## config.mk

```make
export PLATFORM = sky130hd
export DESIGN_NAME = pcie_result_sender
export DESIGN_NICKNAME = d
export VERILOG_FILES = /design/src/rtl/dna_filter_pkg.sv /design/src/rtl/pcie_result_sender.sv
export SDC_FILE = /design/constraint.sdc
export NUM_CORES = 1
export LEC_CHECK = 0
export ABC_AREA = 1
export CAP_MARGIN = 20
export CELL_PAD_IN_SITES_DETAIL_PLACEMENT = 1
export CELL_PAD_IN_SITES_GLOBAL_PLACEMENT = 1
export CORE_MARGIN = 2
export CORE_UTILIZATION = 44
export CTS_CLUSTER_DIAMETER = 120
export DETAILED_ROUTE_END_ITERATION = 6
export DONT_BUFFER_PORTS = 1
export PLACE_DENSITY = 0.85
export SLEW_MARGIN = 20
export SYNTH_ARGS = -nofsm -noshare
export SYNTH_HDL_FRONTEND = slang
export SYNTH_SLANG_ARGS = --single-unit
```

## constraint.sdc

```tcl
create_clock -name clk -period 2.45 [get_ports clk]
set_clock_uncertainty 0.2 [all_clocks]
set_input_delay 0.49 -clock clk [delete_from_list [all_inputs] [get_ports clk]]
set_output_delay 0.49 -clock clk [all_outputs]
set_load 0.02 [all_outputs]
```

## src/rtl/dna_filter_pkg.sv

```systemverilog
`default_nettype none

package dna_filter_pkg;

    localparam int PCI_DATA_WIDTH  = 128;   // one riffa beat
    localparam int CHNL_LEN_W      = 32;    // riffa length, counted in 32-bit words
    localparam int BASES_PER_SEG   = 64;    // 2 bits per base
    localparam int BASES_PER_CYCLE = 16;
    localparam int CMP_CYCLES      = BASES_PER_SEG / BASES_PER_CYCLE;
    localparam int SLICE_W         = 2 * BASES_PER_CYCLE;   // bits compared per cycle
    localparam int PHASE_W         = $clog2(CMP_CYCLES);
    localparam int MM_COUNT_W      = $clog2(BASES_PER_SEG + 1);   // 0..64
    localparam int NUM_UNITS       = 4;     // 2 or 8 also fine
    localparam int UNIT_IDX_W      = $clog2(NUM_UNITS);
    localparam int MAX_MISMATCH    = 5;     // pass threshold, inclusive
    localparam int FIFO_DEPTH      = 16;
    localparam int FIFO_AW         = $clog2(FIFO_DEPTH);
    localparam int PAIR_W          = 2 * PCI_DATA_WIDTH;    // {read, ref}

    typedef logic [PCI_DATA_WIDTH-1:0] dna_seg_t;
    typedef logic [CHNL_LEN_W-1:0]     chnl_len_t;
    typedef logic [MM_COUNT_W-1:0]     mm_count_t;
    typedef logic [UNIT_IDX_W-1:0]     unit_idx_t;
    typedef logic [PHASE_W-1:0]        phase_t;

    typedef enum logic [1:0] {rx_idle, rx_fetch_ref, rx_processing} rx_state_t;
    typedef enum logic [1:0] {tx_idle, tx_wait_ack, tx_send} tx_state_t;

    // round-robin step, wraps at NUM_UNITS (not always a power of two)
    function automatic unit_idx_t next_unit(unit_idx_t idx);
        return (idx == unit_idx_t'(NUM_UNITS - 1)) ? '0 : idx + 1'b1;
    endfunction

endpackage

`default_nettype wire

```

## src/rtl/pcie_result_sender.sv

```systemverilog
`timescale 1ns/10ps
`default_nettype none

module pcie_result_sender (
    input  logic                                            clk,
    input  logic                                            rst,
    input  logic                                            sender_en,
    input  dna_filter_pkg::chnl_len_t                       pair_count,
    input  logic [dna_filter_pkg::NUM_UNITS-1:0]            res_valid,
    input  dna_filter_pkg::mm_count_t [dna_filter_pkg::NUM_UNITS-1:0] res_count,
    input  logic [dna_filter_pkg::NUM_UNITS-1:0]            res_pass,
    input  logic                                            chnl_tx_ack,
    input  logic                                            chnl_tx_data_ren,
    output logic                                            sender_ready,
    output logic [dna_filter_pkg::NUM_UNITS-1:0]            res_ack,
    output logic                                            chnl_tx,
    output logic                                            chnl_tx_last,
    output dna_filter_pkg::chnl_len_t                       chnl_tx_len,
    output dna_filter_pkg::dna_seg_t                        chnl_tx_data,
    output logic                                            chnl_tx_data_valid
);
    dna_filter_pkg::tx_state_t state;
    dna_filter_pkg::unit_idx_t ptr;          // tracks the dispatcher's order
    dna_filter_pkg::chnl_len_t words_left;
    logic                      word_done;
    logic                      load_word;

    assign sender_ready = (state == dna_filter_pkg::tx_idle);
    assign chnl_tx_last = 1'b1;   // one tx transaction per rx transaction
    assign word_done    = chnl_tx_data_valid && chnl_tx_data_ren;
    assign load_word    = (state == dna_filter_pkg::tx_send) && !chnl_tx_data_valid
                          && res_valid[ptr];

    always_comb begin
        res_ack      = '0;
        res_ack[ptr] = word_done;   // frees the unit on the transfer edge
    end

    always_ff @(posedge clk) begin
        if (rst) begin
            state              <= dna_filter_pkg::tx_idle;
            chnl_tx            <= 1'b0;
            chnl_tx_data_valid <= 1'b0;
            ptr                <= '0;
            words_left         <= '0;
        end else begin
            case (state)
                dna_filter_pkg::tx_idle: begin
                    if (sender_en) begin
                        words_left <= pair_count;
                        chnl_tx    <= 1'b1;
                        state      <= dna_filter_pkg::tx_wait_ack;
                    end
                end
                dna_filter_pkg::tx_wait_ack: begin
                    if (chnl_tx_ack) begin
                        if (words_left == 0) begin   // no reads, nothing to send
                            chnl_tx <= 1'b0;
                            state   <= dna_filter_pkg::tx_idle;
                        end else begin
                            state <= dna_filter_pkg::tx_send;
                        end
                    end
                end
                dna_filter_pkg::tx_send: begin
                    if (word_done) begin
                        chnl_tx_data_valid <= 1'b0;
                        ptr                <= dna_filter_pkg::next_unit(ptr);
                        words_left         <= words_left - 1'b1;
                        if (words_left == 1) begin
                            chnl_tx <= 1'b0;
                            state   <= dna_filter_pkg::tx_idle;
                        end
                    end else if (load_word) begin
                        chnl_tx_data_valid <= 1'b1;   // held until host takes it
                    end
                end
                default: state <= dna_filter_pkg::tx_idle;
            endcase
        end
    end

    always_ff @(posedge clk) begin
        if (sender_en && state == dna_filter_pkg::tx_idle)
            chnl_tx_len <= pair_count << 2;   // 4 words per result
        if (load_word)   // count in 6..0, pass in 7, rest zero
            chnl_tx_data <= dna_filter_pkg::dna_seg_t'({res_pass[ptr], res_count[ptr]});
    end

endmodule

`default_nettype wire

```

Yosys cells after proc, flatten, opt, wreduce, memory -nomap -nowiden
Cells that the tools add are included.
{ "op_classes": {"n_eq_ne": 9, "reduce_logical": 16, "n_shift": 0, "bitwise_logic": 1, "n_lt_le_gt_ge": 2, "n_mul": 0, "n_addsub": 2, "muxes": 26, "n_div": 0} }
{ "ops": {"columns": ["operator", "n"], "rows": [
  ["$mux 32", 2],
  ["$pmux 32 s2", 1],
  ["$eq 32x1->1 const B", 1],
  ["$logic_not 32->1", 1],
  ["$sub 32x1->32 const B", 1],
  ["$bmux 7 s2", 1],
  ["$mux 2", 6],
  ["$mux 1", 10],
  ["$ne 2x2->1 const B", 4],
  ["$mux 7", 1],
  ["$pmux 2 s3", 1],
  ["$reduce_and 6->1", 1],
  ["$logic_and 1x1->1", 5],
  ["$and 4x4->4", 1],
  ["$bmux 1 s2", 2],
  ["$eq 2x2->1 const B", 2],
  ["$reduce_and 2->1", 2],
  ["$reduce_and 4->1", 1],
  ["$reduce_bool 2->1", 2],
  ["$lt 2x3->1 const B", 1],
  ["$pmux 1 s3", 1],
  ["$reduce_and 3->1", 1],
  ["$reduce_bool 3->1", 1],
  ["$add 2x1->2 const B", 1],
  ["other kinds (6)", 6]
]} }
{ "word_totals": {"register_bits": 76, "mem_bits_rw": 0, "romBits": 0, "out_inout_bits": 168, "latch_bits": 0, "memories": 0} }

Depth between registers and ports, before layout
{ "logic_depth": {"depth_word": 5, "depth_mapped": 12} }

Least setup slack after synthesis
OpenSTA, ideal clock, no wires.
{ "synth_path": {"kind": "flip-flop to output port", "startpoint": "register ptr[0]", "endpoint": "output port res_ack[0] in the netlist's numbering", "stages_incl_launch_ff": 8, "setup_slack_ns": 0.397, "t_required_ns": 1.760, "arrival_ns": 1.363, "n_path_buf": 3, "path_cell_list": "dfxtp_1 > buf_2 > inv_1 > buf_2 > buf_2 > ha_1 > inv_1 > nor2_1"} }
{ "synth_via": {"elab_chain_cells": 5, "elab_cells_between_ends": 6, "classes_between": "2 x order compare; 2 x mux; 1 x bitwise; 1 x reduce/logical"} }
{ "synth_rtl": {"columns": ["item", "line", "text"], "rows": [
  ["from (decl)", "pcie_result_sender.sv:23", "dna_filter_pkg::unit_idx_t ptr;"],
  ["from (signal assigned)", "pcie_result_sender.sv:68", "ptr <= dna_filter_pkg::next_unit(ptr);"],
  ["$lt 2x3->1 (not written as such) or $ge 2x1->1 (tied branches)", "pcie_result_sender.sv:36", "res_ack[ptr] = word_done;"],
  ["$logic_and 1x1->1 (not written as such)", "pcie_result_sender.sv:36", null],
  ["$mux 1 (not written as such)", "pcie_result_sender.sv:36", null],
  ["$demux 1 s2 *", "pcie_result_sender.sv:36", null],
  ["$and 4x4->4 (no line) *", null, null],
  ["to (decl)", "pcie_result_sender.sv:15", "output logic [dna_filter_pkg::NUM_UNITS-1:0] res_ack,"]
]} }
Mark *: on every way between the ends. The rest lies on a longest branch, timed or not.

Worst setup path after layout
{ "layout_path": {"startpoint": "register ptr[1]", "endpoint": "output port res_ack[3] in the netlist's numbering"} }
The elaborated chain is that of the path after synthesis.

==> summary.txt <==
GRT
  – Number of antenna violations at the first check in global routing: 0
  – Global route total overflow: 0
  – Via count of the first global-routing pass: 4395
  – Pin count of the biggest net entering global routing: 46
  – Global-route wire length before repair: 21.8 mm
  – Aggregate global-route resource usage: 21.4%

Route
  – Via count of the routed design: 4279
  – Per-cell via count in the routed design: 4.96
  – Antenna viol nets, final: 0
  – Number of DRC violations after detailed-routing iteration 0: 192
  – Total Wirelength: 13.9 mm
  – Drt pass-1 iters: 7
  – WL per Instance: 16.1 um
  – Count of unresolved DRC violations after routing: 11

Die
  – CORE AREA: 0.0115 sq mm
  – IO Pins: 241
  – Die extent in x: 113 um
  – Effective utilization at floorplan: about 45%
  – Site row count: 39
  – Die outline height: approximately 110 um
  – Die Footprint: approximately 0.013 sq mm

Logic synthesis
  – Leading register cell type out of synthesis: sky130_fd_sc_hd__edfxtp_1
  – Portion of the post-synthesis area used by sequential elements: between 30% and 40%
  – Number of instances in the synthesized netlist: 717
  – Number of synthesized flops with an enable pin: 38
  – Number of synthesized register bits: 76
  – Async set or reset register ratio after synthesis: 0%
  – Synthesized area divided by synthesized cell count: around 7.3 sq um
  – Post-synth cell types: 36
  – Combined area of all synthesized cells: ~0.0052 sq mm
  – Number of warnings issued by yosys: 0

Critical path
  – Crit path largest cell delay: 0.60 ns
  – Number of cells on the worst reg-to-reg path: 9
  – Reg2reg start: state[0]
  – Category of the most critical setup path: reg2out
  – Data arrival at the endpoint of the critical path: 1.64 ns
  – Worst setup SP type: flop
  – R2R Path End: words_left[7]
  – Critical path, cell by cell: ha_1 > inv_1 > nor2_1
  – Kind of end point of the critical path: output port
  – Maximum fanout along the worst path: 12
  – Slowest cell on the critical path: sky130_fd_sc_hd__dfxtp_1
  – Register-to-register setup slack: 0.34 ns
  – Worst path required time: 1.76 ns

Cells and area
  – Diode count: 0
  – Relative area change from synthesis to final layout: 0.144%
  – Register area: 0.00190 sq mm
  – Number of nets in the final layout: between 700 and 800
  – Layout cell share with drive strength beyond 1: 8.33%
  – Area occupied by multi-input gates: 0.00256 sq mm
  – Final-layout fill cell count: 1487
  – Design area: 0.00522 sq mm

Timing
  – Setup-failing EPs final: 0
  – Final worst-path cycle share: 95.1%
  – Slew HR: between 60% and 70%
  – Peak clock frequency supported by timing: about 430 MHz
  – Fin. max-slew vios: 0
  – Final critical-path required period: approximately 2.3 ns
  – Final sum of negative setup slack: 0 ns
  – Final count of hold timing violations: 0
  – Setup repair after global routing missed its margin: no
  – Worst Tran Pin Value: approximately 0.55 ns

CTS
  – Count of hold-fix buffers inserted at cts: 0
  – Number of H-tree branching levels: 3
  – Clock latency at the later pin of the worst-skew pair: 0.34 ns
  – Number of sinks handled by clock tree synthesis: 76
  – Clock tree from TritonCTS: done
  – Number of CTS-inserted buffers: 9
  – Max Buffers Root-to-Sink: 2
  – Clock edge transition at the registers on the reported setup and hold paths: 0.06 ns
  – Root buffer cell: sky130_fd_sc_hd__clkbuf_16

Placement
  – Input/output buffers: 0
  – Detailed placer's ending HPWL: roughly 10 mm
  – Final estimated routing congestion in global placement: 0.855
  – Placement-stage cell area: 0.00489 sq mm

Worst hold path
  – Number of cells on the worst hold path: 1
  – Worst min-delay path class: in2reg
  – Hold path start: rst
  – Destination of the worst hold path: words_left[2]

Outcome
  – Result of the run: finished, violations left
  – Violations in the final reports: design-rule violations

Flow run
  – Max-Cap Viols: 0

Power
  – Static Leak: ~2.3 nW
  – Worst supply voltage drop on vdd: 0.396 mV
  – Power density over the cells: 1360 mW/mm^2
-- cell usage in the layout (no fill, tap or decap), types with 23 or more instances in the layout --
cell type	n
sky130_fd_sc_hd__a21oi_1	37
sky130_fd_sc_hd__conb_1	123
sky130_fd_sc_hd__dfxtp_1	38
sky130_fd_sc_hd__edfxtp_1	38
sky130_fd_sc_hd__inv_1	48
sky130_fd_sc_hd__nand2_1	137
sky130_fd_sc_hd__nand3_1	23
sky130_fd_sc_hd__nor2_1	129
sky130_fd_sc_hd__o21ai_0	42
-- sequential cells by signal, indices dropped and copies added, names as in the netlist --
register,flops
state,2
ptr,2
words_left,32
chnl_tx_data_valid,1
chnl_tx,1
chnl_tx_data,8
chnl_tx_len,30
-- metrics by stage --
step | worst slack, ns | total power [W] | instances | hold WS [ns] | util [%]
6_report | 0.119 | 0.00711 | 863 | 0.0168 | 45.4
5_1_grt | 0.0782 | 0.00769 | 863 | 0.0138 | 45.4
4_1_cts | 0.0677 | 0.00715 | 860 | 0.00408 | 45.1
3_5_place_dp | 0.391 | 0.00569 | 844 | 0.276 | 42.5
3_3_place_gp | 0.494 | 0.00551 | 844 | 0.265 | 42.5
2_1_floorplan | 0.397 | 0.00502 | 838 | 0.257 | -
-- power by group --
part | switching [W] | internal, W
registers | 0.000517 | 0.00176
clock network | 0.000540 | 0.000842
logic | 0.00246 | 0.000998
-- metal layers --
layer	vias to the layer above	share of wire, %	track usage [%]
li1	2041	-	-
met1	2026	40	24.8
met2	184	51	38.7
met3	28	6.7	3.80
met4	0	2.7	9.19
met5	-	0	0
-- worst max path at each step --
stage	from	end	slack, ns	cells after the start
2_1_floorplan	ptr[0]	res_ack[0]	0.40	7
3_3_place_gp	state[0]	words_left[15]	0.49	9
3_5_place_dp	state[0]	words_left[15]	0.39	9
4_1_cts	ptr[1]	res_ack[0]	0.07	4
5_1_grt	ptr[1]	res_ack[3]	0.08	3
6_report	ptr[1]	res_ack[3]	0.12	3
-- Yosys cell counts, types with 9 or more instances --
cell                       count  area (sq um)
sky130_fd_sc_hd__nand2_1     137           514
sky130_fd_sc_hd__nor2_1      129           484
sky130_fd_sc_hd__buf_4       123           923
sky130_fd_sc_hd__inv_1        49           184
sky130_fd_sc_hd__o21ai_0      42           210
sky130_fd_sc_hd__dfxtp_1      38           761
sky130_fd_sc_hd__edfxtp_1     38          1140
sky130_fd_sc_hd__a21oi_1      37           185
sky130_fd_sc_hd__nand3_1      23           115
sky130_fd_sc_hd__clkbuf_1     11          41.3
sky130_fd_sc_hd__nor2_2       11          68.8
sky130_fd_sc_hd__buf_2         9          45.0
sky130_fd_sc_hd__ha_1          9           113
sky130_fd_sc_hd__o22ai_1       9          56.3
-- logic make-up after synthesis --
logic type | share of synthesized area (%)
fa+ha+maj | 2.16
buf+inv | 23.2
compound gates | 10.9
simple gates | 27.1
other cells | 0.144
flops | 36.5
-- repair_timing --
action / in CTS / in global routing
setup endpoints to repair: 0 / 2
setup buffers: 0 / 3
endpoints found under the hold margin: 0 / 0
gates resized for setup: 0 / 1
-- critical path: cells and delay by family, from the launching register on --
family / cells / cell delay [ns]
buf+inv: 1 / 0.06
flops: 1 / 0.60
fa+ha+maj: 1 / 0.24
simple gates: 1 / 0.40
-- layout make-up --
type                            count  area share (%)
Multi-Input combinational cell    565            48.9
Sequential cell                    76            36.4
Inverter                           52            3.81
Timing Repair Buffer               11            1.58
Clock buffer                       12            4.91
Clock inverter                      4           0.934
Tap cell                          143            3.43
Power figures use the tool's default switching activity.
