`src/rtl/dna_filter_pkg.sv`:
```
`default_nettype none

package dna_filter_pkg;

    localparam int PCI_DATA_WIDTH  = 128;   // one riffa beat
    localparam int CHNL_LEN_W      = 32;    // riffa length, counted in 32-bit words
    localparam int BASES_PER_SEG   = 64;    // 2 bits per base
    localparam int BASES_PER_CYCLE = 16;
    localparam int CMP_CYCLES      = BASES_PER_SEG / BASES_PER_CYCLE;
    localparam int SLICE_W         = 2 * BASES_PER_CYCLE;   // bits compared per cycle
    localparam int PHASE_W         = $clog2(CMP_CYCLES);
    localparam int MM_COUNT_W      = $clog2(BASES_PER_SEG + 1);   // 0..64
    localparam int NUM_UNITS       = 4;     // 2 or 8 also fine
    localparam int UNIT_IDX_W      = $clog2(NUM_UNITS);
    localparam int MAX_MISMATCH    = 5;     // pass threshold, inclusive
    localparam int FIFO_DEPTH      = 16;
    localparam int FIFO_AW         = $clog2(FIFO_DEPTH);
    localparam int PAIR_W          = 2 * PCI_DATA_WIDTH;    // {read, ref}

    typedef logic [PCI_DATA_WIDTH-1:0] dna_seg_t;
    typedef logic [CHNL_LEN_W-1:0]     chnl_len_t;
    typedef logic [MM_COUNT_W-1:0]     mm_count_t;
    typedef logic [UNIT_IDX_W-1:0]     unit_idx_t;
    typedef logic [PHASE_W-1:0]        phase_t;

    typedef enum logic [1:0] {rx_idle, rx_fetch_ref, rx_processing} rx_state_t;
    typedef enum logic [1:0] {tx_idle, tx_wait_ack, tx_send} tx_state_t;

    // round-robin step, wraps at NUM_UNITS (not always a power of two)
    function automatic unit_idx_t next_unit(unit_idx_t idx);
        return (idx == unit_idx_t'(NUM_UNITS - 1)) ? '0 : idx + 1'b1;
    endfunction

endpackage

`default_nettype wire

```
`src/rtl/mismatch_filter.sv`:
```
`timescale 1ns/10ps
`default_nettype none

module mismatch_filter (
    input  logic                      clk,
    input  logic                      rst,
    input  logic                      start,
    input  dna_filter_pkg::dna_seg_t  seg_read,
    input  dna_filter_pkg::dna_seg_t  seg_ref,
    input  logic                      res_ack,
    output logic                      busy,
    output logic                      res_valid,
    output dna_filter_pkg::mm_count_t res_count,
    output logic                      res_pass
);
    dna_filter_pkg::dna_seg_t             read_r;   // shifted down a slice per cycle
    dna_filter_pkg::dna_seg_t             ref_r;
    dna_filter_pkg::dna_seg_t             cmp_read;
    dna_filter_pkg::dna_seg_t             cmp_ref;
    logic [dna_filter_pkg::SLICE_W-1:0]   diff;
    dna_filter_pkg::mm_count_t            slice_cnt;
    dna_filter_pkg::phase_t               phase;
    logic                                 load;
    logic                                 step;

    assign load = start && !busy;
    assign step = load || (busy && !res_valid);

    // first slice is compared straight off the inputs, saves a cycle
    assign cmp_read = load ? seg_read : read_r;
    assign cmp_ref  = load ? seg_ref : ref_r;
    assign diff     = cmp_read[dna_filter_pkg::SLICE_W-1:0] ^ cmp_ref[dna_filter_pkg::SLICE_W-1:0];

    assign res_pass = (res_count <= dna_filter_pkg::MAX_MISMATCH);

    always_comb begin
        slice_cnt = '0;
        for (int i = 0; i < dna_filter_pkg::BASES_PER_CYCLE; i++)
            slice_cnt = slice_cnt + (diff[2*i] | diff[2*i+1]);   // base differs if either bit
    end

    always_ff @(posedge clk) begin
        if (rst) begin
            busy      <= 1'b0;
            res_valid <= 1'b0;
            phase     <= '0;
        end else begin
            if (res_ack) begin
                busy      <= 1'b0;
                res_valid <= 1'b0;
            end
            if (load) begin
                busy  <= 1'b1;
                phase <= dna_filter_pkg::phase_t'(1);   // slice 0 done at load
            end else if (step) begin
                phase <= phase + 1'b1;   // wraps back to 0 after the last slice
                if (phase == dna_filter_pkg::CMP_CYCLES - 1)
                    res_valid <= 1'b1;
            end
        end
    end

    always_ff @(posedge clk) begin
        if (step) begin
            read_r    <= cmp_read >> dna_filter_pkg::SLICE_W;
            ref_r     <= cmp_ref >> dna_filter_pkg::SLICE_W;
            res_count <= (load ? '0 : res_count) + slice_cnt;
        end
    end

endmodule

`default_nettype wire

```
`config.mk`:
```
export PLATFORM = sky130hd
export DESIGN_NAME = mismatch_filter
export DESIGN_NICKNAME = d
export VERILOG_FILES = /design/src/rtl/dna_filter_pkg.sv /design/src/rtl/mismatch_filter.sv
export SDC_FILE = /design/constraint.sdc
export NUM_CORES = 1
export LEC_CHECK = 0
export ABC_AREA = 1
export BUFFER_PORTS_ARGS = -buffer_cell sky130_fd_sc_hd__clkbuf_2
export CAP_MARGIN = 20
export CELL_PAD_IN_SITES_DETAIL_PLACEMENT = 0
export CELL_PAD_IN_SITES_GLOBAL_PLACEMENT = 1
export CORE_ASPECT_RATIO = 0.7
export CORE_UTILIZATION = 40
export DETAILED_ROUTE_END_ITERATION = 8
export GPL_ROUTABILITY_DRIVEN = 0
export HOLD_SLACK_MARGIN = 0.02
export PLACE_DENSITY = 0.82
export REMOVE_ABC_BUFFERS = 1
export SLEW_MARGIN = 20
export SYNTH_ARGS = -nofsm -noshare
export SYNTH_HDL_FRONTEND = slang
export SYNTH_SLANG_ARGS = --single-unit
```
`constraint.sdc`:
```
create_clock -name clk -period 6.6 [get_ports clk]
set_input_delay 0.66 -clock clk [delete_from_list [all_inputs] [get_ports clk]]
set_output_delay 0.66 -clock clk [all_outputs]
set_load 0.005 [all_outputs]
```
After elaboration in Yosys (flattened, before gate mapping)
Cells that the tools add are included.
- $add $sub $neg: 17
- multipliers: 0
- divide/modulo/power cells: 0
- $lt $le $gt $ge: 1
- eq/ne operators: 1
- shifts and indexed selects: 0
- multiplexer cells: 11
- bitwise operators: 17
- reduce and logical (&&, ||, !) cells: 8
- operator list (operator ; count):
    $mux 96 ; 2
    $add 7x1->7 ; 9
    $xor 32x32->32 ; 1
    $or 1x1->1 ; 16
    $mux 1 ; 8
    $add 6x1->7 ; 1
    $add 7x7->7 ; 1
    $le 7x3->1 const B ; 1
    $mux 7 ; 1
    $add 5x1->6 ; 1
    $add 4x1->5 ; 1
    $add 3x1->4 ; 1
    $reduce_bool 2->1 ; 2
    $add 2x1->3 ; 1
    $add 1x1->2 ; 1
    $add 2x1->2 const B ; 1
    $eq 2x2->1 const B ; 1
    $logic_and 1x1->1 ; 2
    $logic_not 1->1 ; 2
    $reduce_or 2->1 ; 1
    $logic_or 1x1->1 ; 1
- register bits after elaboration: 203
- latch bits: 0
- bits in writable memories: 0
- memory bits (read-only): 0
- bits of input ports: 260
- output and inout bits: 10
- word-level logic and storage cells: 64
- memories: 0

Longest topological paths before layout
- depth after elaboration: 21
- gate-level depth with buffers: 21
- gate-level depth less buffers: 20

Worst setup path before layout
Ideal clock, no wire load.
- kind: in2reg
- from: input port start
- to: register read_r[0] (enable)
- library setup time: 0.570 ns
- data arrival time: 5.005 ns
- data required time: 6.030 ns
- slack: 1.025 ns
- cell stages on the path: 2
- path buffers: 0
- cell sequence: nand2_4 nand2_1
- cells in the longest elaborated chain, start to end: 2
- ends and longest elaborated chain (element ; RTL line ; RTL):
    start: declaration ; mismatch_filter.sv:7 ; input logic start,
    $logic_and 1x1->1 ; mismatch_filter.sv:26 ; assign load = start && !busy;
    $logic_or 1x1->1 ; mismatch_filter.sv:27 ; assign step = load || (busy && !res_valid);
    net step ; mismatch_filter.sv:24 ; logic step;
    end signal: assignment ; mismatch_filter.sv:65 ; read_r <= cmp_read >> dna_filter_pkg::SLICE_W;
    end: declaration ; mismatch_filter.sv:16 ; dna_filter_pkg::dna_seg_t read_r;
The timed path passes the listed nets, and every way through them passes these cells.
A chain may end at the register's enable or synchronous reset.

Worst setup path after layout
- from: register busy
- to: register res_count[6], data pin
- cells in the longest elaborated chain, start to end: 21
- elaborated cells between the ends (all ways): 38
- those cells by class: 16 x add/sub; 3 x mux; 17 x bitwise; 2 x reduce/logical
- ends and longest elaborated chain (element ; RTL line ; RTL):
    start: declaration ; mismatch_filter.sv:11 ; output logic busy,
    start signal: assignment ; mismatch_filter.sv:44 ; busy <= 1'b0;
    start signal: assignment ; mismatch_filter.sv:49 ; busy <= 1'b0;
    start signal: assignment ; mismatch_filter.sv:53 ; busy <= 1'b1;
    $logic_not 1->1 (*) ; mismatch_filter.sv:26 ;
    $logic_and 1x1->1 (*) ; mismatch_filter.sv:26 ;
    $mux 96, on equally long branches ; mismatch_filter.sv:30, mismatch_filter.sv:31 ;
    $xor 32x32->32 ; mismatch_filter.sv:32 ; assign diff = cmp_read[dna_filter_pkg::SLICE_W-1:0] ^ cmp_ref[dna_filter_pkg::SLICE_W-1:0];
    $or 1x1->1 ; mismatch_filter.sv:39 ; slice_cnt = slice_cnt + (diff[2*i] | diff[2*i+1]);
    $add 1x1->2 ; mismatch_filter.sv:39 ;
    $add 2x1->3 ; mismatch_filter.sv:39 ;
    $add 3x1->4 ; mismatch_filter.sv:39 ;
    $add 4x1->5 ; mismatch_filter.sv:39 ;
    $add 5x1->6 ; mismatch_filter.sv:39 ;
    $add 6x1->7 ; mismatch_filter.sv:39 ;
    $add 7x1->7 (9 in series) ; mismatch_filter.sv:39 ;
    $add 7x7->7 (*) ; mismatch_filter.sv:67 ; res_count <= (load ? '0 : res_count) + slice_cnt;
    end signal: assignment ; mismatch_filter.sv:67 ;
    end: declaration ; mismatch_filter.sv:13 ; output dna_filter_pkg::mm_count_t res_count,
Mark *: on every way between the ends. The rest lies on a longest branch, timed or not.

==> report_table.html <==
<table>
<tr><th>Metric</th><th>Value</th></tr>
<tr><th colspan="2">Yosys</th></tr>
<tr><td>Post-synth cell types</td><td>22</td></tr>
<tr><td>Syn Inst Count</td><td>991</td></tr>
<tr><td>Post-synthesis instance area</td><td>0.00982 mm2</td></tr>
<tr><td>Post-synthesis sequential element count</td><td>203</td></tr>
<tr><td>Number of synthesis warnings</td><td>0</td></tr>
<tr><td>Register area share after synthesis</td><td>61.7%</td></tr>
<tr><td>Avg Cell Area, Syn</td><td>9.91 um2</td></tr>
<tr><th colspan="2">Detailed routing</th></tr>
<tr><td>Total number of vias</td><td>6936</td></tr>
<tr><td>Total wire length after detailed routing</td><td>20600 um</td></tr>
<tr><td>Number of DRC markers in iteration 0</td><td>282</td></tr>
<tr><td>Routed wire length per instance</td><td>13.0 um</td></tr>
<tr><td>Count of unresolved DRC violations after routing</td><td>0</td></tr>
<tr><td>Count of TritonRoute iterations in the first routing pass</td><td>6</td></tr>
<tr><td>Vias per std cell</td><td>4.38</td></tr>
<tr><td>Detail Route Antenna Nets</td><td>0</td></tr>
<tr><th colspan="2">GRT</th></tr>
<tr><td>Overflow left after global routing</td><td>0</td></tr>
<tr><td>Total GRT Usage</td><td>16.4%</td></tr>
<tr><td>Number of antenna violations at the first check in global routing</td><td>0</td></tr>
<tr><td>Pin count of the biggest net entering global routing</td><td>202</td></tr>
<tr><td>First-pass GRT wire length</td><td>32600 um</td></tr>
<tr><td>Vias in the first global route</td><td>6651</td></tr>
<tr><th colspan="2">Clock network</th></tr>
<tr><td>Clk Tree Root Cell</td><td>clkbuf_16</td></tr>
<tr><td>Clock Pin Slew Worst Setup and Hold Paths</td><td>0.06 ns</td></tr>
<tr><td>Maximum root-to-sink buffer count</td><td>3</td></tr>
<tr><td>Clock latency reported for the late side of the worst-skew pair</td><td>0.50 ns</td></tr>
<tr><td>Htree depth</td><td>1</td></tr>
<tr><td>Count of hold buffers inserted by post-cts repair</td><td>0</td></tr>
<tr><td>Number of buffers inserted by post-CTS setup repair</td><td>0</td></tr>
<tr><td>Resize count post-CTS</td><td>0</td></tr>
<tr><td>Clock tree from TritonCTS</td><td>yes</td></tr>
<tr><td>Clock net sink count</td><td>203</td></tr>
<tr><td>TritonCTS buffer count</td><td>22</td></tr>
<tr><th colspan="2">Pwr</th></tr>
<tr><td>Leakage power</td><td>5.92 nW</td></tr>
<tr><td>Overall Power</td><td>3.96 mW</td></tr>
<tr><td>Power per standard cell area</td><td>329 mW/mm2</td></tr>
<tr><td>Switching power share of the total</td><td>30.0%</td></tr>
<tr><td>Share of power burned in the clock network</td><td>28.7%</td></tr>
<tr><td>Switching power of the nets</td><td>1.19 mW</td></tr>
<tr><td>Sequential group share of total power</td><td>43.9%</td></tr>
<tr><td>Combinational group share of total power</td><td>27.4%</td></tr>
<tr><td>Internal power contribution</td><td>2.77 mW</td></tr>
<tr><td>Worst voltage drop across the vdd grid</td><td>254 uV</td></tr>
<tr><th colspan="2">Setup path</th></tr>
<tr><td>CP endpoint kind</td><td>flip-flop</td></tr>
<tr><td>Longest individual stage delay on the worst path</td><td>0.51 ns</td></tr>
<tr><td>Path type of the worst setup path</td><td>reg -&gt; reg</td></tr>
<tr><td>Arrival time at the worst endpoint</td><td>5.24 ns</td></tr>
<tr><td>Worst path buffer plus inverter count</td><td>3</td></tr>
<tr><td>Most repeated library cell on the critical path</td><td>fa_1</td></tr>
<tr><td>Crit path cell chain</td><td>inv_2 &gt; nand2_8 &gt; buf_4 &gt; nand3_1 &gt; o21ai_0 &gt; fa_1 &gt; inv_1 &gt; fa_1 &gt; fa_1 &gt; fa_1 &gt; fa_1 &gt; fa_1 &gt; nand2_1 &gt; nand2_1 &gt; nand3_1 &gt; nand2_1 &gt; nand3_1 &gt; nand2_1</td></tr>
<tr><td>CP Data Required Time</td><td>6.85 ns</td></tr>
<tr><td>Crit Path Max Fanout</td><td>35</td></tr>
<tr><td>Worst-path cell with the longest stage delay</td><td>fa_1</td></tr>
<tr><td>Startpoint kind of the worst setup timing path</td><td>flip-flop</td></tr>
<tr><td>Worst path top cell family by delay</td><td>adder cells</td></tr>
<tr><th colspan="2">STA</th></tr>
<tr><td>Post-route worst setup slack</td><td>1.61 ns</td></tr>
<tr><td>Time the final worst path needs with I/O delays and setup</td><td>4.99 ns</td></tr>
<tr><td>Final hold slack</td><td>0.384 ns</td></tr>
<tr><td>Pin slew with the least headroom to its limit</td><td>1.14 ns</td></tr>
<tr><td>Fmax</td><td>201 MHz</td></tr>
<tr><td>Final worst path period share</td><td>75.6%</td></tr>
<tr><td>Setup repair after global routing missed its margin</td><td>false</td></tr>
<tr><td>Count of final setup violators</td><td>0</td></tr>
<tr><td>Pins over their slew limit</td><td>0</td></tr>
<tr><td>Worst-case headroom to the max-slew limit</td><td>24.1%</td></tr>
<tr><td>Worst Skew</td><td>0.00997 ns</td></tr>
<tr><td>Number of hold violations in the final report</td><td>0</td></tr>
<tr><td>Total Negative Setup Slacks</td><td>0 ns</td></tr>
<tr><th colspan="2">Hold path</th></tr>
<tr><td>Hold WC Path Type</td><td>in -&gt; reg</td></tr>
<tr><th colspan="2">Placement</th></tr>
<tr><td>Detailed placement HPWL</td><td>14500 um</td></tr>
<tr><td>Total instance count after detailed placement</td><td>1547</td></tr>
<tr><td>Pre-CTS setup slack</td><td>1.24 ns</td></tr>
<tr><td>Count of buffers inserted at the top-level ports</td><td>269</td></tr>
<tr><th colspan="2">Cells and area</th></tr>
<tr><td>Commonest non-fill, non-tap cell in the layout</td><td>nand2_1</td></tr>
<tr><td>Highest-count cells in the layout ignoring fill and taps</td><td>nand2_1 (415), clkbuf_2 (269), edfxtp_1 (199)</td></tr>
<tr><td>Antenna fix cells</td><td>0</td></tr>
<tr><td>Growth of design area from synthesis to finish</td><td>22.5%</td></tr>
<tr><td>Net total in the final layout</td><td>1534</td></tr>
<tr><td>Fraction of final layout cells with drive strength greater than 1</td><td>25.4%</td></tr>
<tr><td>Final cell count without fillers</td><td>1584</td></tr>
<tr><td>Fill count</td><td>2247</td></tr>
<tr><th colspan="2">Run status</th></tr>
<tr><td>Run status</td><td>finished clean</td></tr>
<tr><th colspan="2">Floorplanning</th></tr>
<tr><td>Standard-cell row count</td><td>47</td></tr>
<tr><td>Core region area</td><td>0.0239 mm2</td></tr>
<tr><td>Horiz. Die Dim</td><td>189 um</td></tr>
<tr><td>I/O pin count</td><td>270</td></tr>
<tr><td>Area of the die</td><td>0.0252 mm2</td></tr>
<tr><td>Starting Density</td><td>41.1%</td></tr>
<tr><td>Height of the die</td><td>133 um</td></tr>
<tr><th colspan="2">Run</th></tr>
<tr><td>Number of violations of the max-capacitance limit</td><td>0</td></tr>
</table>
[metal layers]
metal / global-route usage (%) / wire, um / up-vias
met3: 4.80 / 1680 / 20
met4: 3.49 / 321 / 0
li1: - / - / 3642
met5: 0 / 0 / -
met2: 26.1 / 9200 / 205
met1: 22.2 / 9430 / 3069
[worst paths after layout]
path              startpoint           end  slack (ns)  depth (start not counted)
hold / removal           rst          busy        0.38                          2
setup / recovery        busy  res_count[6]        1.61                         18
hold reg to reg     phase[0]      phase[0]        0.49                          1
setup reg to reg        busy  res_count[6]        1.61                         18
[power by group through the flow]
stage          Combinational, mW  Sequential [mW]  Clock, mW
6_report                    1.09             1.74       1.14
4_1_cts                     1.10             1.74       1.17
2_1_floorplan              0.759             1.77          0
5_1_grt                     1.26             1.75       1.21
3_5_place_dp                1.08             1.76          0
3_3_place_gp                1.05             1.76          0
[through the flow]
step / instance area [um2] / util [%]
floorplan: 9540 / -
global placement: 11400 / 47.6
detailed placement: 11400 / 47.6
CTS: 12000 / 50.4
global route: 12000 / 50.4
finish: 12000 / 50.4
[Yosys cell counts (all sizes together)]
cell type | instances | share of area (%)
xnor2 | 7 | 0.62
inv | 109 | 4.2
nand3 | 11 | 0.56
fa | 12 | 2.4
o211ai | 1 | 0.076
nand2 | 417 | 16
dfxtp | 4 | 0.82
buf | 39 | 2.9
a21oi | 4 | 0.20
nor3 | 21 | 1.1
or2 | 12 | 0.76
xor2 | 48 | 4.3
edfxtp | 199 | 61
nor2 | 82 | 3.1
a211oi | 2 | 0.15
nand4 | 8 | 0.51
o21ai | 6 | 0.31
ha | 9 | 1.1
[sequential cells by signal, indices dropped and copies added (netlist names)]
name       cells
busy           1
phase          2
read_r        96
ref_r         96
res_count      7
res_valid      1
[kinds of logic (layout without fill, tap and decap cells)]
logic type               Yosys count  count (layout)  synth area share [%]
AND/OR/NAND/NOR                  551             551                  22.1
XOR/XNOR                          55              55                  4.91
AO/OA/AOI/OAI                     13              13                 0.739
flip-flops                       203             203                  61.7
buffers and inverters            148             423                  7.02
adder cells (fa/ha/maj)           21              21                  3.59
[worst register-to-register path, stage by stage (launching register included)]
cell     delay (ns)
dfxtp_1        0.39
inv_2          0.08
nand2_8        0.19
buf_4          0.40
nand3_1        0.12
o21ai_0        0.33
fa_1           0.47
inv_1          0.08
fa_1           0.42
fa_1           0.51
fa_1           0.42
fa_1           0.44
fa_1           0.48
nand2_1        0.09
nand2_1        0.08
nand3_1        0.07
nand2_1        0.06
nand3_1        0.07
nand2_1        0.05
[area by class of cell]
type	count	area, um2	area share, %
Clock inverter	12	95.1	0.790
Multi-Input combinational cell	640	3090	25.7
Clock buffer	25	562	4.67
Tap cell	318	398	3.31
Sequential cell	203	6060	50.3
Inverter	109	412	3.42
Timing Repair Buffer	277	1420	11.8
No activity file was read; power rests on OpenSTA's default activity.
