<file path="config.mk">
export PLATFORM = sky130hd
export DESIGN_NAME = filter_dispatcher
export DESIGN_NICKNAME = d
export VERILOG_FILES = /design/src/rtl/dna_filter_pkg.sv /design/src/rtl/filter_dispatcher.sv
export SDC_FILE = /design/constraint.sdc
export NUM_CORES = 1
export LEC_CHECK = 0
export ABC_AREA = 1
export ABC_CLOCK_PERIOD_IN_PS = 1700
export BUFFER_PORTS_ARGS = -buffer_cell sky130_fd_sc_hd__buf_2
export CORE_AREA = 2 2 205 207
export CTS_BUF_LIST = sky130_fd_sc_hd__clkbuf_8
export CTS_CLUSTER_SIZE = 16
export DETAILED_ROUTE_END_ITERATION = 7
export DIE_AREA = 0 0 207 209
export GPL_TIMING_DRIVEN = 0
export SLEW_MARGIN = 0
export SYNTH_ARGS = -nofsm -noshare
export SYNTH_HDL_FRONTEND = slang
export SYNTH_SLANG_ARGS = --single-unit
</file>
<file path="constraint.sdc">
create_clock -name clk -period 1.7 [get_ports clk]
set_input_delay 0.34 -clock clk [delete_from_list [all_inputs] [get_ports clk]]
set_output_delay 0.34 -clock clk [all_outputs]
set_load 0.02 [all_outputs]
</file>
<file path="src/rtl/dna_filter_pkg.sv">
`default_nettype none

package dna_filter_pkg;

    localparam int PCI_DATA_WIDTH  = 128;   // one riffa beat
    localparam int CHNL_LEN_W      = 32;    // riffa length, counted in 32-bit words
    localparam int BASES_PER_SEG   = 64;    // 2 bits per base
    localparam int BASES_PER_CYCLE = 16;
    localparam int CMP_CYCLES      = BASES_PER_SEG / BASES_PER_CYCLE;
    localparam int SLICE_W         = 2 * BASES_PER_CYCLE;   // bits compared per cycle
    localparam int PHASE_W         = $clog2(CMP_CYCLES);
    localparam int MM_COUNT_W      = $clog2(BASES_PER_SEG + 1);   // 0..64
    localparam int NUM_UNITS       = 4;     // 2 or 8 also fine
    localparam int UNIT_IDX_W      = $clog2(NUM_UNITS);
    localparam int MAX_MISMATCH    = 5;     // pass threshold, inclusive
    localparam int FIFO_DEPTH      = 16;
    localparam int FIFO_AW         = $clog2(FIFO_DEPTH);
    localparam int PAIR_W          = 2 * PCI_DATA_WIDTH;    // {read, ref}

    typedef logic [PCI_DATA_WIDTH-1:0] dna_seg_t;
    typedef logic [CHNL_LEN_W-1:0]     chnl_len_t;
    typedef logic [MM_COUNT_W-1:0]     mm_count_t;
    typedef logic [UNIT_IDX_W-1:0]     unit_idx_t;
    typedef logic [PHASE_W-1:0]        phase_t;

    typedef enum logic [1:0] {rx_idle, rx_fetch_ref, rx_processing} rx_state_t;
    typedef enum logic [1:0] {tx_idle, tx_wait_ack, tx_send} tx_state_t;

    // round-robin step, wraps at NUM_UNITS (not always a power of two)
    function automatic unit_idx_t next_unit(unit_idx_t idx);
        return (idx == unit_idx_t'(NUM_UNITS - 1)) ? '0 : idx + 1'b1;
    endfunction

endpackage

`default_nettype wire

</file>
<file path="src/rtl/filter_dispatcher.sv">
`timescale 1ns/10ps
`default_nettype none

module filter_dispatcher (
    input  logic                                 clk,
    input  logic                                 rst,
    input  logic                                 fifo_empty,
    input  logic [dna_filter_pkg::PAIR_W-1:0]    fifo_dout,
    input  logic [dna_filter_pkg::NUM_UNITS-1:0] unit_busy,
    output logic                                 fifo_rd,
    output logic [dna_filter_pkg::NUM_UNITS-1:0] unit_start,
    output dna_filter_pkg::dna_seg_t             seg_read,
    output dna_filter_pkg::dna_seg_t             seg_ref
);
    dna_filter_pkg::unit_idx_t ptr;   // next unit in turn

    // strict order, never skip a busy unit, the sender walks the same sequence
    assign fifo_rd = !fifo_empty && !unit_busy[ptr];

    // head word goes straight to the units, only the started one captures it
    assign seg_read = fifo_dout[dna_filter_pkg::PAIR_W-1 -: dna_filter_pkg::PCI_DATA_WIDTH];
    assign seg_ref  = fifo_dout[dna_filter_pkg::PCI_DATA_WIDTH-1:0];

    always_comb begin
        unit_start      = '0;
        unit_start[ptr] = fifo_rd;   // start in the pop cycle
    end

    always_ff @(posedge clk) begin
        if (rst)
            ptr <= '0;
        else if (fifo_rd)
            ptr <= dna_filter_pkg::next_unit(ptr);
    end

endmodule

`default_nettype wire

</file>
* Yosys cells after proc, flatten, opt, wreduce, memory -nomap -nowiden
Index checks and enable logic that the tools add are counted.
** Word-level totals
- Latch bits :: 0
- Memory bits (writable) :: 0
- Word-level logic and storage cells :: 15
- Memories kept :: 0
- Flip-flop bits (word level) :: 2
- ROM bits :: 0
** Cells by class
- Shifts and indexed selects :: 0
- $add $sub $neg :: 1
- Reductions and logical operators :: 4
- Multiplexer cells :: 5
- $lt $le $gt $ge :: 2
- Eq/ne operators :: 1
- Bitwise operators :: 1
- Multipliers :: 0
- Div/mod/pow operators :: 0
** Operators by type and width (count)
- 4-bit AND :: 1
- 2-bit by 3-bit less-than comparator with 1-bit output (second input constant) :: 1
- 2-bit by 1-bit adder with 2-bit output (second input constant) :: 1
- 1-bit binary-select mux with 2-bit select :: 1
- 1-bit demux with 2-bit select :: 1
- 2-bit equality test (second input constant) :: 1
- 2-bit by 1-bit >= comparator with 1-bit output (second input constant) :: 1
- 1-bit logical AND :: 2
- 1-bit zero test :: 2
- 1-bit two-way mux :: 2
- 2-bit two-way mux :: 1

* Longest topological paths before layout
Gate-level depths: netlist (run 1).
- Depth in word-level cells :: 5
- Depth in mapped cells :: 7
- Depth with buffers taken out :: 7

* Worst setup path after synthesis (run 1)
No wires, ideal clock.
- Path kind :: register to output
- Start point :: register ptr[0]
- End point :: output unit_start[0] in the netlist's numbering
- Path slack :: 382 ps
- Stages on the path, launching flop included :: 5
- Buffers on the path :: 0
- Arrival time :: 978 ps
- Path through :: dfxtp_1 -> nand2_1 -> nand3_2 -> nand3_4 -> nor2_1
** Between the ends
- Longest elaborated chain between the ends :: 5
** Ends and longest elaborated chain
- from (decl) :: RTL line filter_dispatcher.sv:15 : dna_filter_pkg::unit_idx_t ptr;
- from (signal assigned) :: RTL line filter_dispatcher.sv:33 : ptr <= dna_filter_pkg::next_unit(ptr);
- 2-bit by 3-bit less-than comparator with 1-bit output (not written as such) (tied with other cells) :: RTL line filter_dispatcher.sv:26 : unit_start[ptr] = fifo_rd;
- 1-bit logical AND (not written as such) or 1-bit two-way mux (tied branches) :: RTL line filter_dispatcher.sv:26, filter_dispatcher.sv:18
- 1-bit two-way mux (not written as such) or 1-bit zero test (tied branches) :: RTL line filter_dispatcher.sv:26, filter_dispatcher.sv:18
- 1-bit demux with 2-bit select or 1-bit logical AND (tied branches) :: RTL line filter_dispatcher.sv:26, filter_dispatcher.sv:18
- 4-bit AND (no line) *
- to (decl) :: RTL line filter_dispatcher.sv:11 : output logic [dna_filter_pkg::NUM_UNITS-1:0] unit_start,
Mark *: on every way between the ends. The rest lies on a longest branch, timed or not. The select of a mux whose other input is x is not followed.

* Worst setup path in the final report (run 1)
- Start point :: register ptr[1]
- End point :: output unit_start[2] in the netlist's numbering
The elaborated chain is that of the path after synthesis.

==> results of run 1 <==
-- kinds of logic (layout without fill, tap and decap cells) --
kind of cell | after synthesis | count (layout) | share of synthesized area
flip-flops | 2 | 2 | 0.0184
AND/OR/NAND/NOR | 19 | 19 | 0.0483
adder cells (fa/ha/maj) | 4 | 4 | 0.0230
AO/OA/AOI/OAI | 1 | 1 | 0.00403
buffers and inverters | 269 | 539 | 0.906
-- final cells by class --
class                      count  area (um2)
buffer                       256        1920
clock buffer                   3        41.3
fill                        4824       37100
inverter                      13        48.8
multi-input combinational     24         164
sequential                     2        41.3
tap                          539         674
timing repair buffer         267        1340
-- cell usage in the layout (no fill, tap or decap), types with 2 or more instances in the layout --
cell and count:
ha_1 4, buf_2 267, clkbuf_8 3, buf_4 256
nor2_1 6, nand3_2 2, inv_1 11, nand2_1 7
-- metrics by stage --
stage / total power [mW] / setup WS [ns] / utilization / cells / hold WS (ns)
2_1_floorplan: 0.984 / 0.382 / - / 295 / 0.402
3_3_place_gp: 1.32 / 0.330 / 0.101 / 1101 / 0.530
3_5_place_dp: 1.32 / 0.290 / 0.101 / 1101 / 0.533
4_1_cts: 1.51 / 0.0576 / 0.102 / 1104 / 0.316
5_1_grt: 1.57 / 0.00441 / 0.102 / 1104 / 0.329
6_report: 1.49 / 0.118 / 0.102 / 1104 / 0.317
-- power groups by stage --
stage	logic (mW)	registers [mW]	clock network, mW
final	1.25	0.0581	0.183
after global routing	1.32	0.0588	0.194
after CTS	1.27	0.0574	0.189
after detailed placement	1.26	0.0579	0
after global placement	1.26	0.0570	0
after floorplan	0.928	0.0559	0
-- cells in the mapped netlist --
cell type    n  share of area
nand2_1      7          0.012
clkinv_1     1         0.0017
nand3_2      2         0.0092
a21oi_2      1         0.0040
nand3_4      1         0.0081
nor2_2       1         0.0029
ha_1         4          0.023
nand2_2      1         0.0029
nor2_1       6          0.010
nand4_1      1         0.0029
inv_2        1         0.0017
dfxtp_1      2          0.018
buf_4      256           0.88
inv_1       11          0.019
-- how the worst max path moves through the flow --
| stage | start | endpoint | cells after the start |
|---|---|---|---|
| floorplan | ptr[0]$_SDFFE_PP0P_ | unit_start[0] | 4 |
| CTS | ptr[0]$_SDFFE_PP0P_ | unit_start[2] | 5 |
| detailed placement | ptr[0]$_SDFFE_PP0P_ | unit_start[2] | 5 |
| finish | ptr[1]$_SDFFE_PP0P_ | unit_start[2] | 5 |
| global route | ptr[1]$_SDFFE_PP0P_ | unit_start[2] | 5 |
| global placement | unit_busy[3] | unit_start[1] | 7 |
-- routing by layer --
| metal | up-vias | global-route usage | part of all wire |
|---|---|---|---|
| met5 | - | 0 | 0.0035 |
| met4 | 6 | 0.00148 | 0.00038 |
| met3 | 6 | 0.0111 | 0.13 |
| met2 | 287 | 0.0862 | 0.55 |
| met1 | 1043 | 0.0428 | 0.32 |
| li1 | 1165 | - | - |
-- critical path, stage by stage, from the launching register on --
cell,delay (ns)
dfxtp_1,0.42
inv_1,0.12
nand3_2,0.12
nand3_4,0.10
nor2_1,0.10
buf_2,0.17
==> flow_metrics.tcl, run 1 <==
set metrics [dict create \
    hold_depth 2 \
    grt_antenna_before_repair 3 \
    cts_tree "yes" \
    syn_area_per_cell_um2 7.37 \
    wire_per_inst_um 9.57 \
    netlist_instances 295 \
    syn_to_final_growth_pct 94.4 \
    relSlewSlack 0.856 \
    power.switching_mw 0.689 \
    seqPwrFrac 0.039 \
    ys_seq_elements 2 \
    r2r_end "ptr[1]$_SDFFE_PP0P_" \
    crit_path_end_kind "output pin" \
    synth_cell_types 14 \
    p_leak_nw 2.45 \
    grt_overflow_total 0 \
    postLayoutCellArea_um2 4230 \
    largest_reg_flops 2 \
    routed_via_density 2.27 \
    crit_arrival_ns 1.24 \
    path_max_fanout 7 \
    io_buffers 267 \
    fin_skew_ns 0.00235 \
    reg.largest.list "ptr x2" \
    yosysWarnings 0 \
    slew_violations 0 \
    pwr-share-comb 0.839 \
    fmax_mhz 632 \
    ir_worst_vdd_v 0.000377 \
    reg2reg_depth 4 \
    period_minus_slack_ns 1.58 \
    clk_latency_ns 0.21 \
    hold_viol 0 \
    io_pins 524 \
    ys_seq_area_frac 0.0184 \
    p_per_area_nw_per_um2 353 \
    syn_area_um2 2170 \
    drtAntennaViolNets 0 \
    min_path_type "in -> reg" \
    cp-start-kind "register" \
    post-route-period-util 0.930 \
    fin_nets 834 \
    grt_pass1_wl_um 13600 \
    setup_tns_ns 0 \
    switching_share 0.462 \
    drtIter0Drc 45 \
    largest-register "ptr" \
    cp.required_ns 1.36 \
    vias 2507 \
    p_int_mw 0.802 \
    status "complete, no violations" \
    row_count 75 \
    place_area_um2 4190 \
    post-dp-hpwl_um 10100 \
    diodes 0 \
    start_util 0.0527 \
    die_y_um 209 \
    timing.rr.start "ptr[1]$_SDFFE_PP0P_" \
    tightest_slew_ns 0.216 \
    wirelength_um 10600 \
    min_to "ptr[1]$_SDFFE_PP0P_" \
    crit_type "reg -> out" \
    drc 0 \
    hold_buffers 0 \
    die_w_um 207 \
    r2r_slack_ns 0.52 \
    synthesis.nets 562 \
    grt_use_total 0.0415 \
    cts-resized-gates 0 \
    grt_max_degree 8 \
    grt_setup_unrepaired "false" \
    drive_above_1_share 0.945 \
    cts_buffers 3 \
    dieArea_um2 43300 \
    cts_root_buf "clkbuf_8" \
    grt_pass1_vias 2260 \
    post_cts_buffers 0 \
    gp_congestion 0.876 \
    min_from "rst" \
    cap_violations 0 \
    cts_sinks 2 \
    core_area_um2 41300 \
    clk_path_buf_depth 2 \
    cts_htree_levels 1 \
    setup_viol_count_final 0 \
    power_frac_clock 0.122 \
    drt-pass1-iter-count 5 \
    cts.clk_slew.worst_paths_ns 0.03 \
]
Power figures use the tool's default switching activity.
==> run 2, diff against run 1 <==
ABC_AREA = 0   (was 1)
CORE_AREA = 2 2 204 206   (was 2 2 205 207)
DIE_AREA = 0 0 206 208   (was 0 0 207 209)
REMOVE_ABC_BUFFERS = 1   (was not set)
==> run 2 against run 1 <==
Cell area shrank 75%. The flow now finishes with violations (setup timing). Combinational power shrank 91%. Utilization down 7.6 points. Non-clock buffer count decreased by 510. Flip-flop and latch count is the same. Count of clock-buffer cells in the layout unchanged. Synthesized cell count down 5.1%. Largest cell class is now tap cells. Global-route usage up 28 points. Largest power group is now the clock network. Critical path depth is 1 lower. Worst setup slack lost 0.22 ns.
==> flow_metrics.tcl, run 2 <==
set metrics [dict create \
    drc 0 \
    syn_to_final_growth_pct -51.1 \
    wirelength_um 71600 \
    cts.clk_slew.worst_paths_ns 0.03 \
    ys_seq_elements 2 \
    pre_cts_ws_ns -0.0845 \
    period_minus_slack_ns 1.80 \
    post-route-period-util 1.06 \
    synth_edf_count 0 \
    cts_sinks 2 \
    syn_area_per_cell_um2 7.73 \
    crit_arrival_ns 1.46 \
    synthArstFlopShare 0 \
    hold_viol 0 \
    synth_area_leaders "buf_4 (89%), ha_1 (2.3%), dfxtp_1 (1.9%), and2b_2 (1.6%), mux2_4 (1.4%)" \
    grt_pass1_wl_um 74400 \
    cts_tree "yes" \
    power_frac_clock 0.538 \
    setup_ws_ns -0.0990 \
    synth_common_cells "buf_4 (256), and2b_2 (4), ha_1 (4), inv_1 (3)" \
    ys_seq_area_frac 0.0185 \
    pwr-share-comb 0.295 \
    critPathBufInv 1 \
    largest-register "ptr" \
    synth_cell_types 14 \
    io_pins 524 \
    drt-pass1-iter-count 4 \
    cp-start-kind "register" \
    grt_use_total 0.326 \
    layout_commonest_cell "buf_2" \
    grt_antenna_before_repair 1 \
    wire_per_inst_um 125 \
    fmax_mhz 556 \
    reg.largest.list "ptr x2" \
    crit_family "flip-flops" \
    p_per_area_nw_per_um2 344 \
    relSlewSlack 0.836 \
    fin_nets 309 \
    timing.rr.start "ptr[0]$_SDFFE_PP0P_" \
    cts_root_buf "clkbuf_8" \
    grt_max_degree 7 \
    min_from "rst" \
    power.switching_mw 0.103 \
    synth_flop_cell "dfxtp_1" \
    setup_viol_count_final 4 \
    vias 1424 \
    grt_overflow_total 0 \
    status "finished with violations" \
    dieArea_um2 42800 \
    yosysTopAreaCell "buf_4" \
    synth.most_common_cell "buf_4" \
    cp.required_ns 1.36 \
    cts_buffers 3 \
    place_area_um2 962 \
    yosysWarnings 0 \
    switching_share 0.283 \
    violations "setup timing" \
    gp_congestion 1.10 \
    drive_above_1_share 0.625 \
    reg2reg_depth 4 \
    tightest_slew_ns 0.241 \
    p_leak_nw 0.206 \
    most-common-layout-cells "buf_2 (6), buf_6 (5), and2b_2 (4), ha_1 (4)" \
    cts_htree_levels 1 \
    postLayoutCellArea_um2 1060 \
    ir_worst_vdd_v 0.000160 \
    hold_depth 2 \
    post-dp-hpwl_um 70900 \
    die_y_um 208 \
    netlist_instances 280 \
    seqPwrFrac 0.167 \
    row_count 74 \
    critPathMaxStageDelay_ns 0.37 \
    drtAntennaViolNets 0 \
    path_max_fanout 6 \
    crit_cells 4 \
    routed_via_density 2.49 \
    crit_type "reg -> out" \
    clk_path_buf_depth 2 \
    io_buffers 11 \
    hold_buffers 0 \
    min_path_type "in -> reg" \
    p_int_mw 0.261 \
    diodes 0 \
    clk_latency_ns 0.22 \
    crit_path_end_kind "output pin" \
    crit_chain "mux2_4 -> a2bb2oi_4 -> and2b_2 -> buf_6" \
    largest_reg_flops 2 \
    syn_area_um2 2160 \
    die_w_um 206 \
    critPathLaunch "ptr[0]$_SDFFE_PP0P_" \
    cap_violations 0 \
    synth_top_area_frac 0.888 \
    grt_setup_unrepaired "true" \
    drtIter0Drc 188 \
    fin_skew_ns 0.00274 \
    cp_slowest_cell "dfxtp_4" \
    core_area_um2 40600 \
    grt_pass1_vias 1047 \
    slew_violations 0 \
    start_util 0.0533 \
]
run 2: kinds of logic (layout without fill, tap and decap cells):
family | Yosys count | count (layout) | synth area share
buffers and inverters | 259 | 19 | 0.894
flip-flops | 2 | 2 | 0.0185
AND/OR/NAND/NOR | 9 | 9 | 0.0283
multiplexers | 3 | 3 | 0.0185
AO/OA/AOI/OAI | 3 | 3 | 0.0179
adder cells (fa/ha/maj) | 4 | 4 | 0.0231
run 2: metal layers:
layer | track usage | part of all wire | vias to the layer above
met5 | 0.171 | 0.013 | -
met4 | 0.231 | 0.093 | 18
met3 | 0.503 | 0.32 | 116
met2 | 0.603 | 0.52 | 801
met1 | 0.0437 | 0.055 | 377
li1 | - | - | 112
run 2: layout make-up:
class / instances / area, um2
Clock buffer: 3 / 41.3
Fill cell: 4886 / 39500
Inverter: 3 / 11.3
Multi-Input combinational cell: 19 / 194
Sequential cell: 2 / 43.8
Tap cell: 532 / 666
Timing Repair Buffer: 13 / 101
run 2: worst register-to-register path, delay by kind of cell, from the launching register on:
| family | cells | cell delay, ns |
|---|---|---|
| DFF | 1 | 0.37 |
| AOI/OAI and AO/OA | 1 | 0.17 |
| buffers and inverters | 1 | 0.15 |
| muxes | 2 | 0.60 |
run 2: repair_timing:
item,in CTS,in global routing
setup endpoints to repair,5,5
pin swaps,0,0
resized for setup,11,2
buffers inserted,1,1
run 2: power groups by stage:
stage,logic [mW],registers [mW],clock network (mW)
detailed placement,0.0870,0.0610,0
CTS,0.102,0.0599,0.201
global placement,0.0848,0.0606,0
global route,0.117,0.0612,0.207
finish,0.107,0.0607,0.195
floorplan,0.0587,0.0590,0
run 2: worst paths after layout:
path | endpoint | slack [ns]
max | unit_start[3] | -0.1
min reg2reg | ptr[1]$_SDFFE_PP0P_ | 0.56
min | ptr[1]$_SDFFE_PP0P_ | 0.32
max reg2reg | ptr[0]$_SDFFE_PP0P_ | 0.29
run 2: through the flow:
step	total power, mW	cells	utilization	hold slack [ns]	setup TNS, ns
after detailed placement	0.148	567	0.0237	0.543	-0.160
after global routing	0.385	572	0.0261	0.335	-0.431
after global placement	0.145	567	0.0237	0.537	-0.139
after floorplan	0.118	24	-	0.409	0
final	0.364	572	0.0261	0.320	-0.314
after CTS	0.362	571	0.0257	0.317	-0.374
